File: src/source/layer_pkg.sv
// Tile layer renderer shared types, register layout and sequencer states
package layer_pkg;

    ////////////////////
    // Widths
    ////////////////////

    typedef logic [14:0] vram_addr_t;
    typedef logic [31:0] vram_word_t;
    typedef logic [8:0]  line_idx_t;
    typedef logic [11:0] scroll_t;
    typedef logic [9:0]  lb_idx_t;
    typedef logic [7:0]  color_t;
    typedef logic [9:0]  tile_idx_t;

    // Display and tile geometry
    localparam int LINE_PIXELS = 640;
    localparam int TILE_PX     = 8;

    // Base registers count in blocks of 128 words
    localparam int BASE_SHIFT  = 7;

    ////////////////////
    // Layer registers
    ////////////////////

    typedef struct packed {
        logic [1:0] color_depth;    // 0..3 for 1, 2, 4, 8 bpp
        logic [1:0] map_width;      // 0..3 for 32, 64, 128, 256 tiles
        logic [1:0] map_height;
        logic [7:0] map_base;
        logic [7:0] tile_base;
        scroll_t    hscroll;
        scroll_t    vscroll;
    } layer_cfg_t;

    // One tile row word on its way to the pixel stage
    typedef struct packed {
        vram_word_t  row_data;      // pixels packed from bit 0 upward
        logic [7:0]  attr;
    } render_word_t;

    typedef enum logic [2:0] {
        IDLE,
        FETCH_MAP,
        WAIT_MAP,
        FETCH_TILE,
        WAIT_TILE,
        HANDOFF
    } seq_state_t;

endpackage
File: src/source/layer_renderer.sv
// Tile layer line renderer top: address generator, fetch sequencer and pixel serializer
`timescale 1ns/10ps

module layer_renderer import layer_pkg::*; (
    input  logic       clk,
    input  logic       rst,

    // Composer
    input  line_idx_t  line_idx,
    input  logic       line_render_start,

    // Layer registers
    input  layer_cfg_t cfg,

    // Video memory bus
    output vram_addr_t bus_addr,
    output logic       bus_strobe,
    input  vram_word_t bus_rddata,
    input  logic       bus_ack,

    // Line buffer
    output lb_idx_t    lb_wridx,
    output color_t     lb_wrdata,
    output logic       lb_wren
);

    ////////////////////
    // Internal links
    ////////////////////

    vram_addr_t   map_addr;
    vram_addr_t   tile_addr;
    logic [1:0]   row_sel;
    logic [7:0]   attr;
    logic         hflip;
    logic         odd_column;
    logic [7:0]   htile_cnt;
    logic         word_cnt;
    vram_word_t   map_word;
    logic         word_valid;
    logic         word_ready;
    render_word_t word;
    logic         word_hflip;
    logic         line_done;

    tile_addr_gen tile_addr_gen_inst (
        .cfg        (cfg),
        .line_idx   (line_idx),
        .htile_cnt  (htile_cnt),
        .word_cnt   (word_cnt),
        .map_word   (map_word),
        .map_addr   (map_addr),
        .tile_addr  (tile_addr),
        .row_sel    (row_sel),
        .attr       (attr),
        .hflip      (hflip),
        .odd_column (odd_column)
    );

    fetch_sequencer fetch_sequencer_inst (
        .clk               (clk),
        .rst               (rst),
        .line_render_start (line_render_start),
        .line_done         (line_done),
        .cfg               (cfg),
        .map_addr          (map_addr),
        .tile_addr         (tile_addr),
        .row_sel           (row_sel),
        .attr              (attr),
        .hflip             (hflip),
        .odd_column        (odd_column),
        .htile_cnt         (htile_cnt),
        .word_cnt          (word_cnt),
        .map_word          (map_word),
        .bus_addr          (bus_addr),
        .bus_strobe        (bus_strobe),
        .bus_rddata        (bus_rddata),
        .bus_ack           (bus_ack),
        .word_valid        (word_valid),
        .word_ready        (word_ready),
        .word              (word),
        .word_hflip        (word_hflip)
    );

    // Fine scroll is the pixel offset inside the first tile
    pixel_serializer pixel_serializer_inst (
        .clk               (clk),
        .rst               (rst),
        .line_render_start (line_render_start),
        .color_depth       (cfg.color_depth),
        .hscroll_fine      (cfg.hscroll[2:0]),
        .word_valid        (word_valid),
        .word_ready        (word_ready),
        .word              (word),
        .word_hflip        (word_hflip),
        .line_done         (line_done),
        .lb_wridx          (lb_wridx),
        .lb_wrdata         (lb_wrdata),
        .lb_wren           (lb_wren)
    );

endmodule

File: src/source/pixel_serializer.sv
// Pixel serializer: turns row words into palette indices and writes the line buffer
`timescale 1ns/10ps

module pixel_serializer import layer_pkg::*; (
    input  logic         clk,
    input  logic         rst,
    input  logic         line_render_start,
    input  logic [1:0]   color_depth,
    input  logic [2:0]   hscroll_fine,

    // From the fetch sequencer
    input  logic         word_valid,
    output logic         word_ready,
    input  render_word_t word,
    input  logic         word_hflip,
    output logic         line_done,

    // Line buffer
    output lb_idx_t      lb_wridx,
    output color_t       lb_wrdata,
    output logic         lb_wren
);

    render_word_t cur_word;
    logic         cur_hflip;
    logic         busy;
    logic [2:0]   px_cnt;
    logic [2:0]   last_px;
    logic [2:0]   pos;
    logic         accept;
    logic         emit;
    lb_idx_t      wr_idx;
    color_t       raw;
    color_t       pix;

    // 8 pixels per narrowed row word, 4 in 8bpp
    assign last_px = (color_depth == 2'd3) ? 3'd3 : 3'd7;

    // Next word lands in the cycle of the last pixel
    assign word_ready = (!busy || (px_cnt == last_px)) && !line_done;
    assign accept     = word_valid && word_ready;
    assign emit       = busy && !line_done;

    ////////////////////
    // Pixel select
    ////////////////////

    assign pos = cur_hflip ? ~px_cnt : px_cnt;

    always_comb begin
        case (color_depth)
            2'd0: begin
                // Foreground in the low nibble, background in the high one
                if (cur_word.row_data[3'd7 - pos]) begin
                    raw = {4'b0000, cur_word.attr[3:0]};
                end else begin
                    raw = {4'b0000, cur_word.attr[7:4]};
                end
            end
            2'd1:    raw = {6'b0, cur_word.row_data[{pos[2], ~pos[1:0], 1'b0} +: 2]};
            2'd2:    raw = {4'b0, cur_word.row_data[{pos[2:1], ~pos[0], 2'b00} +: 4]};
            default: raw = cur_word.row_data[{pos[1:0], 3'b000} +: 8];
        endcase
    end

    // Palette offset on non-zero low colours
    always_comb begin
        pix = raw;
        if (color_depth != 2'd0 && raw[7:4] == 4'h0 && raw[3:0] != 4'h0) begin
            pix[7:4] = cur_word.attr[7:4];
        end
    end

    ////////////////////
    // Control
    ////////////////////

    always_ff @(posedge clk) begin
        if (rst) begin
            busy      <= 1'b0;
            px_cnt    <= '0;
            wr_idx    <= '0;
            line_done <= 1'b0;
            lb_wren   <= 1'b0;
        end else if (line_render_start) begin
            busy      <= 1'b0;
            px_cnt    <= '0;
            // Fine scroll starts left of column zero
            wr_idx    <= lb_idx_t'(0) - lb_idx_t'(hscroll_fine);
            line_done <= 1'b0;
            lb_wren   <= 1'b0;
        end else begin
            lb_wren <= emit;

            if (emit) begin
                wr_idx <= wr_idx + lb_idx_t'(1);
                if (wr_idx == lb_idx_t'(LINE_PIXELS - 1)) begin
                    line_done <= 1'b1;
                end
            end

            if (accept) begin
                busy   <= 1'b1;
                px_cnt <= '0;
            end else if (busy) begin
                if (px_cnt == last_px) begin
                    busy <= 1'b0;
                end
                px_cnt <= px_cnt + 3'd1;
            end
        end
    end

    // Word and write data
    always_ff @(posedge clk) begin
        if (accept) begin
            cur_word  <= word;
            cur_hflip <= word_hflip;
        end
        if (emit) begin
            lb_wridx  <= wr_idx;
            lb_wrdata <= pix;
        end
    end

    // Line buffer stays quiet after the last column
    assert property (@(posedge clk) disable iff (rst)
        line_done |=> !lb_wren);

endmodule

File: src/source/fetch_sequencer.sv
// Fetch sequencer: bus master for map and tile words, hands tile rows to the pixel stage
`timescale 1ns/10ps

module fetch_sequencer import layer_pkg::*; (
    input  logic         clk,
    input  logic         rst,
    input  logic         line_render_start,
    input  logic         line_done,
    input  layer_cfg_t   cfg,

    // From the address generator
    input  vram_addr_t   map_addr,
    input  vram_addr_t   tile_addr,
    input  logic [1:0]   row_sel,
    input  logic [7:0]   attr,
    input  logic         hflip,
    input  logic         odd_column,
    output logic [7:0]   htile_cnt,
    output logic         word_cnt,
    output vram_word_t   map_word,

    // Video memory bus
    output vram_addr_t   bus_addr,
    output logic         bus_strobe,
    input  vram_word_t   bus_rddata,
    input  logic         bus_ack,

    // Pixel stage hand-off
    output logic         word_valid,
    input  logic         word_ready,
    output render_word_t word,
    output logic         word_hflip
);

    seq_state_t state;
    logic       strobe_r;
    logic       issue_map;
    logic       issue_tile;
    logic       map_ack;
    logic       tile_ack;
    logic       last_word;
    vram_word_t row_narrow;

    // Strobe drops in the ack cycle
    assign bus_strobe = strobe_r && !bus_ack;

    // A request left over from an aborted line must finish before a new one
    assign issue_map  = (state == FETCH_MAP) && !strobe_r;
    assign issue_tile = (state == FETCH_TILE) && !strobe_r;
    assign map_ack    = (state == WAIT_MAP) && bus_ack;
    assign tile_ack   = (state == WAIT_TILE) && bus_ack;

    // 8bpp rows take two words
    assign last_word = (cfg.color_depth != 2'd3) || word_cnt;

    // Pick the row out of a packed 1bpp or 2bpp word
    always_comb begin
        case (cfg.color_depth)
            2'd0:    row_narrow = {24'b0, bus_rddata[{row_sel, 3'b000} +: 8]};
            2'd1:    row_narrow = {16'b0, bus_rddata[{row_sel[0], 4'b0000} +: 16]};
            default: row_narrow = bus_rddata;
        endcase
    end

    ////////////////////
    // Sequencer FSM
    ////////////////////

    always_ff @(posedge clk) begin
        if (rst) begin
            state      <= IDLE;
            strobe_r   <= 1'b0;
            htile_cnt  <= '0;
            word_cnt   <= 1'b0;
            word_valid <= 1'b0;
        end else begin
            if (bus_ack) begin
                strobe_r <= 1'b0;
            end

            case (state)
                IDLE: begin
                end
                FETCH_MAP: begin
                    if (!strobe_r) begin
                        strobe_r <= 1'b1;
                        state    <= WAIT_MAP;
                    end
                end
                WAIT_MAP: begin
                    if (bus_ack) begin
                        state <= FETCH_TILE;
                    end
                end
                FETCH_TILE: begin
                    if (!strobe_r) begin
                        strobe_r <= 1'b1;
                        state    <= WAIT_TILE;
                    end
                end
                WAIT_TILE: begin
                    if (bus_ack) begin
                        word_valid <= 1'b1;
                        state      <= HANDOFF;
                    end
                end
                HANDOFF: begin
                    if (word_ready) begin
                        word_valid <= 1'b0;
                        if (!last_word) begin
                            word_cnt <= 1'b1;
                            state    <= FETCH_TILE;
                        end else begin
                            word_cnt  <= 1'b0;
                            htile_cnt <= htile_cnt + 8'd1;
                            // New map word after the odd entry of a pair
                            state     <= odd_column ? FETCH_MAP : FETCH_TILE;
                        end
                    end
                end
                default: state <= IDLE;
            endcase

            if (line_done) begin
                state      <= IDLE;
                word_valid <= 1'b0;
            end

            if (line_render_start) begin
                state      <= FETCH_MAP;
                htile_cnt  <= '0;
                word_cnt   <= 1'b0;
                word_valid <= 1'b0;
            end
        end
    end

    // Address and data registers
    always_ff @(posedge clk) begin
        if (issue_map) begin
            bus_addr <= map_addr;
        end else if (issue_tile) begin
            bus_addr <= tile_addr;
        end

        if (map_ack) begin
            map_word <= bus_rddata;
        end

        if (tile_ack) begin
            word.row_data <= row_narrow;
            word.attr     <= attr;
            word_hflip    <= hflip;
        end
    end

    // Ack only answers a request raised at least one cycle earlier
    assert property (@(posedge clk) disable iff (rst)
        bus_ack |-> strobe_r && $past(strobe_r));

endmodule

File: src/source/tile_addr_gen.sv
// Tile address generator: scroll, map wrap, entry decode and tile row addressing
`timescale 1ns/10ps

module tile_addr_gen import layer_pkg::*; (
    input  layer_cfg_t  cfg,
    input  line_idx_t   line_idx,
    input  logic [7:0]  htile_cnt,
    input  logic        word_cnt,
    input  vram_word_t  map_word,
    output vram_addr_t  map_addr,
    output vram_addr_t  tile_addr,
    output logic [1:0]  row_sel,
    output logic [7:0]  attr,
    output logic        hflip,
    output logic        odd_column
);

    scroll_t     scrolled_line;
    scroll_t     line_tiles;
    scroll_t     col_tiles;
    logic [7:0]  scrolled_col;
    logic [7:0]  map_row;
    logic [15:0] map_idx;
    logic [15:0] entry;
    tile_idx_t   tile_idx;
    logic        vflip;
    logic [2:0]  tile_row;
    vram_addr_t  tile_offset;

    ////////////////////
    // Map position
    ////////////////////

    assign scrolled_line = scroll_t'(line_idx) + cfg.vscroll;
    assign line_tiles    = scrolled_line >> $clog2(TILE_PX);
    assign col_tiles     = cfg.hscroll >> $clog2(TILE_PX);
    assign scrolled_col  = htile_cnt + col_tiles[7:0];

    // Wrap row to map height, then row * width + column
    always_comb begin
        case (cfg.map_height)
            2'd0:    map_row = {3'b000, line_tiles[4:0]};
            2'd1:    map_row = {2'b00, line_tiles[5:0]};
            2'd2:    map_row = {1'b0, line_tiles[6:0]};
            default: map_row = line_tiles[7:0];
        endcase

        case (cfg.map_width)
            2'd0:    map_idx = {3'b000, map_row, scrolled_col[4:0]};
            2'd1:    map_idx = {2'b00, map_row, scrolled_col[5:0]};
            2'd2:    map_idx = {1'b0, map_row, scrolled_col[6:0]};
            default: map_idx = {map_row, scrolled_col};
        endcase
    end

    // Two entries per map word
    assign map_addr   = (vram_addr_t'(cfg.map_base) << BASE_SHIFT) + map_idx[15:1];
    assign odd_column = map_idx[0];

    ////////////////////
    // Entry decode
    ////////////////////

    assign entry = odd_column ? map_word[31:16] : map_word[15:0];

    // 1bpp entries carry an 8-bit index and a colour byte, no flips
    assign tile_idx = (cfg.color_depth == 2'd0) ? {2'b00, entry[7:0]} : entry[9:0];
    assign hflip    = (cfg.color_depth != 2'd0) && entry[10];
    assign vflip    = (cfg.color_depth != 2'd0) && entry[11];
    assign attr     = (cfg.color_depth == 2'd0) ? entry[15:8] : {entry[15:12], 4'b0000};

    assign tile_row = scrolled_line[2:0] ^ {3{vflip}};
    assign row_sel  = tile_row[1:0];

    // Words per tile: 2, 4, 8, 16 for 1, 2, 4, 8 bpp
    always_comb begin
        case (cfg.color_depth)
            2'd0:    tile_offset = {4'b0000, tile_idx, tile_row[2]};
            2'd1:    tile_offset = {3'b000, tile_idx, tile_row[2:1]};
            2'd2:    tile_offset = {2'b00, tile_idx, tile_row};
            default: tile_offset = {1'b0, tile_idx, tile_row, word_cnt ^ hflip};
        endcase
    end

    assign tile_addr = (vram_addr_t'(cfg.tile_base) << BASE_SHIFT) + tile_offset;

endmodule

File: config.mk
export PLATFORM = sky130hd
export DESIGN_NAME = layer_renderer
export DESIGN_NICKNAME = d
export VERILOG_FILES = /design/src/source/layer_pkg.sv /design/src/source/layer_renderer.sv /design/src/source/pixel_serializer.sv /design/src/source/fetch_sequencer.sv /design/src/source/tile_addr_gen.sv
export SDC_FILE = /design/constraint.sdc
export NUM_CORES = 1
export LEC_CHECK = 0
export BUFFER_PORTS_ARGS = -buffer_cell sky130_fd_sc_hd__buf_4
export CAP_MARGIN = 20
export CORE_MARGIN = 3
export CORE_UTILIZATION = 64
export DETAILED_ROUTE_END_ITERATION = 6
export PLACE_DENSITY = 0.95
export SLEW_MARGIN = 20
export SYNTH_ARGS = -nofsm -noshare
export SYNTH_HDL_FRONTEND = slang
export SYNTH_SLANG_ARGS = --single-unit
File: constraint.sdc
create_clock -name clk -period 6.95 [get_ports clk]
set_input_delay 0.3475 -clock clk [delete_from_list [all_inputs] [get_ports clk]]
set_output_delay 0.3475 -clock clk [all_outputs]
set_load 0.05 [all_outputs]
==> key figures, run 1 <==
Clock network
  • # hold bufs at CTS: 0
  • CTS H-Tree Depth: 4
  • Setup Buffers After CTS: 0
  • Clock buffer depth: 2
  • Cts bufs inserted: 17
  • CTS root buffer: clkbuf_16
  • Num Clock Sinks: 177
  • Reg clk slew, reported paths: 70 ps
  • Clock Latency Late Sink: 430 ps
  • Post-cts resize count: 0
  • CTS tree: built

Worst hold path
  • Hold Path Depth: 1
  • Hold_sp: bus_rddata[17]
  • Worst Hold Path EP: fetch_sequencer_inst.map_word[17]$_DFFE_PP_
  • HP Class: in2reg

Setup path
  • Worst r2r path cells: 8
  • Worst Path Arrival: 4740 ps
  • WP depth: 18
  • CP max FO: 5
  • Buffers and inverters on the worst path: 2
  • Reg2Reg Setup Slack: 3160 ps
  • Critical path's slowest cell: o311ai_0
  • R2R Path End: pixel_serializer_inst.lb_wrdata[4]$_DFFE_PP_
  • Crit-path cells: buf_4 > ha_1 > inv_1 > fa_1 > nor2b_1 > o21a_1 > o21ai_0 > a21oi_1 > o311ai_0 > a2111oi_0 > a31oi_1 > ha_1 > nand2_1 > o21ai_0 > o41ai_1 > xor2_1 > nand4_1 > o211ai_1
  • R2R Path Start: pixel_serializer_inst.cur_hflip$_DFFE_PP_
  • CP startpoint kind: input port
  • Max incr delay on CP: 1030 ps
  • Delay-heaviest family, CP: compound AO/OA/AOI/OAI gates
  • Critical Path End Type: register
  • CP Class: in2reg
  • Crit path required time: 7220 ps

Power and ir drop
  • Peak supply drop: 0.1868 mV
  • Pwr Density: 213.8 nW/um^2
  • Sequential power share: 0.464
  • Combinational power share: 0.170
  • Pleak: 4.411 nW
  • Internal: 1.854 mW
  • Switching Share: 0.2772
  • Clock share of power: 0.366
  • P_sw: 0.7111 mW

Final layout
  • Final core utilization: 0.7748
  • Most frequent cells in the layout: edfxtp_1 (147), buf_4 (132), nor2_1 (80)
  • Area delta synth->final: 15.95%
  • Non-filler cells, final: 1274
  • Share of cells above drive strength 1: 0.2013
  • Antenna cells: 0
  • Fill cell count: 887
  • Nets: 1180
  • Commonest non-fill, non-tap cell in the layout: edfxtp_1

Synthesis
  • Synth Cell Area: 10350 sq um
  • Asr flop ratio synth: 0
  • Post-synth EDFFs: 147
  • Cells after Synth: 953
  • Top FF cell, synth: edfxtp_1
  • Post-synthesis sequential area ratio: 0.4847
  • Syn Nets: 1083
  • FF+latch count, synth: 177
  • Syn_area_per_cell: 10.86 sq um
  • Synth warnings: 0
  • Post-synth cell types: 74

Route
  • Routed wire length: 27200 microns
  • Routed Antenna Nets: 0
  • Iter 0 DRT Violations: 1422
  • WL/cell: 21.35 microns
  • Drt via density: 6.872
  • DRC Markers: 0
  • Drt first pass iters: 7
  • Vias: 8755

Floorplan
  • Core ar.: 15480 sq um
  • Die X: 133.1 microns
  • # rows: 45
  • Num ports: 126
  • Initial Util: 0.6682
  • Die Y: 133.1 microns
  • Die footprint: 17730 sq um

Placed design
  • HPWL after DPL: 18200 microns
  • GPL Wtd Cong: 0.8984
  • Port Buffers: 123
  • DP Cell Count: 1241

STA
  • Slew Viols, Final: 0
  • Max Freq: 0.2240 GHz
  • RSZ-0062 raised after global routing: no
  • Final period util: 0.6423
  • Final Setup Violations: 0
  • Min Tclk post-route: 4464 ps
  • Final Hold Fails: 0
  • Worst Skew: 10.32 ps
  • Tightest Pin Transition: 1185 ps
  • Setup tns final: 0 ps
  • Slew headroom: 0.2000
  • Hold Worst Slack: 115.3 ps

Global routing
  • Gr ovfl total: 0
  • Antenna violations before repair: 0
  • Gr usage total: 0.3026
  • Vias in the first global route: 8189
  • Pin count of the biggest net entering global routing: 74
  • First-pass GRT wire length: 42590 microns

Run status
  • Status: completed

Job
  • Total of max-cap violations: 0
## synthesized netlist by cell type (4+ instances only)
| cell | number | area share |
|---|---|---|
| edfxtp_1 | 147 | 0.43 |
| nor2_1 | 81 | 0.029 |
| a21oi_1 | 69 | 0.033 |
| nand2_1 | 68 | 0.025 |
| o21ai_0 | 42 | 0.020 |
| clkbuf_1 | 37 | 0.013 |
| ha_1 | 35 | 0.042 |
| dfxtp_1 | 30 | 0.058 |
| inv_1 | 27 | 0.0098 |
| mux2i_1 | 25 | 0.024 |
| mux2_2 | 24 | 0.026 |
| and2_1 | 23 | 0.014 |
| xnor2_1 | 21 | 0.018 |
| a211oi_1 | 20 | 0.015 |
| nor2b_1 | 19 | 0.011 |
| xor2_1 | 19 | 0.016 |
| mux4_2 | 17 | 0.037 |
| a22o_1 | 16 | 0.014 |
| o211ai_1 | 16 | 0.012 |
| nand2b_1 | 14 | 0.0085 |
| o221ai_1 | 14 | 0.012 |
| a31oi_1 | 11 | 0.0067 |
| nand3_1 | 11 | 0.0053 |
| nor3_1 | 11 | 0.0053 |
| or3_1 | 11 | 0.0067 |
| a21o_1 | 10 | 0.0073 |
| a311oi_1 | 10 | 0.0085 |
| buf_2 | 9 | 0.0044 |
| a221oi_1 | 8 | 0.0068 |
| a22oi_1 | 8 | 0.0058 |
| buf_1 | 8 | 0.0029 |
| o2111ai_1 | 7 | 0.0059 |
| o21a_1 | 7 | 0.0051 |
| nand4_1 | 6 | 0.0036 |
| and3_1 | 5 | 0.0030 |
| fa_1 | 4 | 0.0077 |
| o21bai_1 | 4 | 0.0029 |
| o311ai_0 | 4 | 0.0034 |
| or2_2 | 4 | 0.0024 |
## state kept, by name, indices dropped and copies added (netlist names), 3 cells and up
name,cells
fetch_sequencer_inst.bus_addr,15
fetch_sequencer_inst.htile_cnt,8
fetch_sequencer_inst.map_word,32
fetch_sequencer_inst.state,3
fetch_sequencer_inst.word,40
pixel_serializer_inst.cur_word,40
pixel_serializer_inst.lb_wrdata,8
pixel_serializer_inst.lb_wridx,10
pixel_serializer_inst.px_cnt,3
pixel_serializer_inst.wr_idx,10
## how the worst max path moves through the flow
stage                           start                                          end  slack [ps]
final                     line_idx[0]  fetch_sequencer_inst.bus_addr[14]$_DFFE_PP_        2490
after global routing      line_idx[0]  fetch_sequencer_inst.bus_addr[14]$_DFFE_PP_        2350
after CTS                 line_idx[0]  fetch_sequencer_inst.bus_addr[14]$_DFFE_PP_        2660
after detailed placement  line_idx[0]  fetch_sequencer_inst.bus_addr[14]$_DFFE_PP_        2330
after global placement    line_idx[0]  fetch_sequencer_inst.bus_addr[14]$_DFFE_PP_        2430
after floorplan           line_idx[0]  fetch_sequencer_inst.bus_addr[14]$_DFFE_PP_        3210
## logic make-up after synthesis
family	share of synthesized area
adders and majority gates	0.05007
muxes	0.08731
and+or+nand+nor	0.1247
DFF	0.4847
xor gates and xnor gates	0.03543
buffers and inverters	0.03229
AOI/OAI and AO/OA	0.1855
## per-layer routing
layer	wire length (microns)	global-route usage
met1	9991	0.4060
met2	12700	0.4814
met5	0	0
met4	1424	0.1543
met3	3084	0.04947
## final cells by class
cell class,count,area [sq um],area share
Tap cell,211,264.0,0.02201
Clock inverter,14,147.6,0.01231
Sequential cell,177,5015,0.4180
Clock buffer,18,429.2,0.03577
Inverter,30,112.6,0.009387
Multi-Input combinational cell,691,5017,0.4182
Timing Repair Buffer,133,1011,0.08427
## power by group through the flow
stage	Clock, mW	Sequential [mW]	Combinational [mW]
floorplan	0	1.23	0.252
global placement	0	1.21	0.395
detailed placement	0	1.21	0.413
CTS	0.943	1.19	0.423
global route	0.985	1.19	0.466
finish	0.939	1.19	0.435
## per-stage QoR
stage	cell area (sq um)	power, mW	setup WS, ps
finish	12000	2.565	2486
CTS	11970	2.556	2662
global route	12000	2.643	2348
global placement	11390	1.607	2430
detailed placement	11390	1.626	2327
floorplan	10350	1.486	3206
Power figures use the tool's default switching activity.
==> inputs of run 2 (changes only) <==
--- a/config.mk
+++ b/config.mk
@@ -8,9 +8,9 @@
 export BUFFER_PORTS_ARGS = -buffer_cell sky130_fd_sc_hd__buf_4
 export CAP_MARGIN = 20
 export CORE_MARGIN = 3
-export CORE_UTILIZATION = 64
+export CORE_UTILIZATION = 53
 export DETAILED_ROUTE_END_ITERATION = 6
-export PLACE_DENSITY = 0.95
+export PLACE_DENSITY = 0.86
 export SLEW_MARGIN = 20
 export SYNTH_ARGS = -nofsm -noshare
 export SYNTH_HDL_FRONTEND = slang
==> constraint.sdc (replaced) <==
create_clock -name clk -period 3.62 [get_ports clk]
set_input_delay 0.181 -clock clk [delete_from_list [all_inputs] [get_ports clk]]
set_output_delay 0.181 -clock clk [all_outputs]
set_load 0.05 [all_outputs]
==> run 2 against run 1 <==
Via count fell by 1.0%. Clock power rose by 90%. First-iteration DRC count decreased by 23%. Sequential share of layout area shrank 2.0 points. Hold slack worse by 93 ps.
==> key figures, run 2 (synthesized netlist as in run 1, its figures left out) <==
Clock network
  • CTS H-Tree Depth: 4 (unchanged)
  • Clock Latency Late Sink: 450 ps (was 430 ps)
  • Num Clock Sinks: 177 (unchanged)
  • CTS tree: built (unchanged)
  • Clock buffer depth: 2 (unchanged)
  • Cts bufs inserted: 17 (unchanged)
  • CTS root buffer: clkbuf_16 (unchanged)
  • Reg clk slew, reported paths: 70 ps (about the same)

Global routing
  • Gr ovfl total: 0 (unchanged)
  • Pin count of the biggest net entering global routing: 59 (was 74)
  • Antenna violations before repair: 1 (was 0)
  • First-pass GRT wire length: 44480 microns (was 42590 microns)
  • Gr usage total: 0.2586 (was 0.3026)
  • Vias in the first global route: 8560 (was 8189)

Floorplan
  • Die footprint: 21230 sq um (was 17730 sq um)
  • Die X: 145.7 microns (was 133.1 microns)
  • Num ports: 126 (unchanged)
  • Die Y: 145.7 microns (was 133.1 microns)
  • # rows: 50 (was 45)
  • Initial Util: 0.5458 (was 0.6682)
  • Core ar.: 18960 sq um (was 15480 sq um)

Run status
  • Status: completed (unchanged)

Setup path
  • CP startpoint kind: register (was input port)
  • Worst Path Arrival: 3600 ps (was 4740 ps)
  • Critical path's slowest cell: mux4_2 (was o311ai_0)
  • Crit path required time: 3800 ps (was 7220 ps)
  • Max incr delay on CP: 580 ps (was 1030 ps)
  • Crit-path cells: ha_1 > mux4_2 > mux2_2 > ha_1 > fa_1 > a21oi_1 > nor2_1 > nor2_1 > o21bai_1 > a21oi_1 > xor2_1 > o21ai_0 (was buf_4 > ha_1 > inv_1 > fa_1 > nor2b_1 > o21a_1 > o21ai_0 > a21oi_1 > o311ai_0 > a2111oi_0 > a31oi_1 > ha_1 > nand2_1 > o21ai_0 > o41ai_1 > xor2_1 > nand4_1 > o211ai_1)
  • Delay-heaviest family, CP: adder cells (was compound AO/OA/AOI/OAI gates)
  • CP max FO: 5 (unchanged)
  • Buffers and inverters on the worst path: 0 (was 2)
  • CP Class: reg2reg (was in2reg)
  • Critical Path End Type: register (unchanged)

Route
  • Iter 0 DRT Violations: 1093 (was 1422)
  • Drt via density: 6.251 (was 6.872)
  • DRC Markers: 0 (unchanged)
  • Routed Antenna Nets: 0 (unchanged)
  • Drt first pass iters: 6 (was 7)
  • Vias: 8664 (was 8755)
  • WL/cell: 19.96 microns (was 21.35 microns)
  • Routed wire length: 27670 microns (was 27200 microns)

STA
  • Max Freq: 0.2926 GHz
  • Worst Skew: 21.23 ps (was 10.32 ps)
  • Min Tclk post-route: 3417 ps
  • Tightest Pin Transition: 694.1 ps (was 1185 ps)
  • Final Setup Violations: 0 (unchanged)
  • Worst setup margin: 202.6 ps (was 2486 ps)
  • Slew headroom: 0.5340 (was 0.2000)
  • Final Hold Fails: 0 (unchanged)
  • Hold Worst Slack: 22.41 ps (was 115.3 ps)
  • Final period util: 0.9440
  • RSZ-0062 raised after global routing: no (unchanged)
  • Slew Viols, Final: 0 (unchanged)

Power and ir drop
  • Combinational power share: 0.182 (was 0.170)
  • Clock share of power: 0.358 (was 0.366)
  • Sequential power share: 0.460 (was 0.464)
  • Switching Share: 0.2736 (was 0.2772)
  • Pwr Density: 394.6 nW/um^2 (was 213.8 nW/um^2)
  • Peak supply drop: 0.3415 mV (was 0.1868 mV)
  • Pleak: 4.696 nW (was 4.411 nW)
  • P_sw: 1.360 mW (was 0.7111 mW)
  • Internal: 3.611 mW (was 1.854 mW)

Job
  • Total of max-cap violations: 0 (unchanged)

Final layout
  • Area delta synth->final: 21.78% (was 15.95%)
  • Share of cells above drive strength 1: 0.2196 (was 0.2013)
  • Regs by FF count: fetch_sequencer_inst.word: 40 flops, pixel_serializer_inst.cur_word: 40 flops, fetch_sequencer_inst.map_word: 32 flops (unchanged)
  • Commonest non-fill, non-tap cell in the layout: buf_4 (was edfxtp_1)
  • Final core utilization: 0.6647 (was 0.7748)
  • Fill cell count: 1364 (was 887)
  • Most frequent cells in the layout: buf_4 (162), edfxtp_1 (147), nor2_1 (80) (was edfxtp_1 (147), buf_4 (132), nor2_1 (80))
  • Nets: 1242 (was 1180)

Worst hold path
  • HP Class: in2reg (unchanged)

Placed design
  • Port Buffers: 123 (unchanged)
  • HPWL after DPL: 18610 microns (was 18200 microns)
  • Pre-CTS worst setup slack: -356.1 ps (was 2327 ps)
  • GPL Wtd Cong: 0.9029 (was 0.8984)
## run 2: cell count changes in the layout (fill, tap and decap cells not counted), sizes merged
cell / previous run / this run
diode: 0 / 1
clkinv: 7 / 10
buf: 133 / 163
inv: 34 / 32
dlygate4sd3: 0 / 32
clkinvlp: 2 / 1
## run 2: path summary, 6_finish.rpt
| check | depth (start not counted) | slack [ps] | startpoint | endpoint |
|---|---|---|---|---|
| worst max-delay path | 12 | 200 | fetch_sequencer_inst.htile_cnt[0]$_SDFFE_PP0P_ | fetch_sequencer_inst.bus_addr[13]$_DFFE_PP_ |
| worst min-delay path | 2 | 20 | rst | pixel_serializer_inst.wr_idx[1]$_SDFFE_PP0P_ |
| worst max register to register | 12 | 200 | fetch_sequencer_inst.htile_cnt[0]$_SDFFE_PP0P_ | fetch_sequencer_inst.bus_addr[13]$_DFFE_PP_ |
| worst min register to register | 0 | 420 | fetch_sequencer_inst.word[37]$_DFFE_PP_ | pixel_serializer_inst.cur_word[37]$_DFFE_PP_ |
## run 2: through the flow
step | setup TNS [ps] | area [sq um] | power (mW) | cells
6_report | 0 | 12600 | 4.972 | 1386
5_1_grt | 0 | 12600 | 5.144 | 1386
4_1_cts | 0 | 12560 | 4.921 | 1384
3_5_place_dp | -588.3 | 11680 | 3.163 | 1320
3_3_place_gp | -185.1 | 11680 | 3.139 | 1320
2_1_floorplan | 0 | 10350 | 2.853 | 953
## run 2: layout make-up
type                            instances  area [sq um]  share of cell area
Tap cell                              260         325.3             0.02582
Multi-Input combinational cell        691          5027              0.3990
Clock inverter                         14         131.4             0.01043
Inverter                               30         112.6            0.008937
Timing Repair Buffer                  195          1556              0.1235
Antenna cell                            1         2.502           0.0001986
Clock buffer                           18         429.2             0.03406
Sequential cell                       177          5015              0.3980
## run 2: layer usage
layer	wire [microns]	GRT usage
met5	0	0
met2	13300	0.4292
met3	2533	0.05419
met1	10660	0.3303
met4	1177	0.1106
## run 2: worst reg2reg max path, delay by kind of cell (launching register included)
kind | cells | cell delay [ps]
AND/OR/NAND/NOR | 2 | 200
XOR/XNOR | 1 | 150
adder cells (fa/ha/maj) | 3 | 1090
multiplexers | 2 | 870
flip-flops | 1 | 360
AO/OA/AOI/OAI | 4 | 510
## run 2: power groups by stage
stage	sequential, mW	combinational [mW]	clock, mW
2_1_floorplan	2.37	0.483	0
4_1_cts	2.28	0.874	1.76
6_report	2.29	0.904	1.78
3_5_place_dp	2.33	0.835	0
3_3_place_gp	2.33	0.813	0
5_1_grt	2.29	0.979	1.88
## run 2: what timing repair did
item | 4_1_cts | 5_1_grt
endpoints found under the setup margin | 0 | 2
gates resized for setup | 0 | 7
hold endpoints to repair | 32 | 0
buffers inserted | 0 | 0
hold buffers | 32 | 0
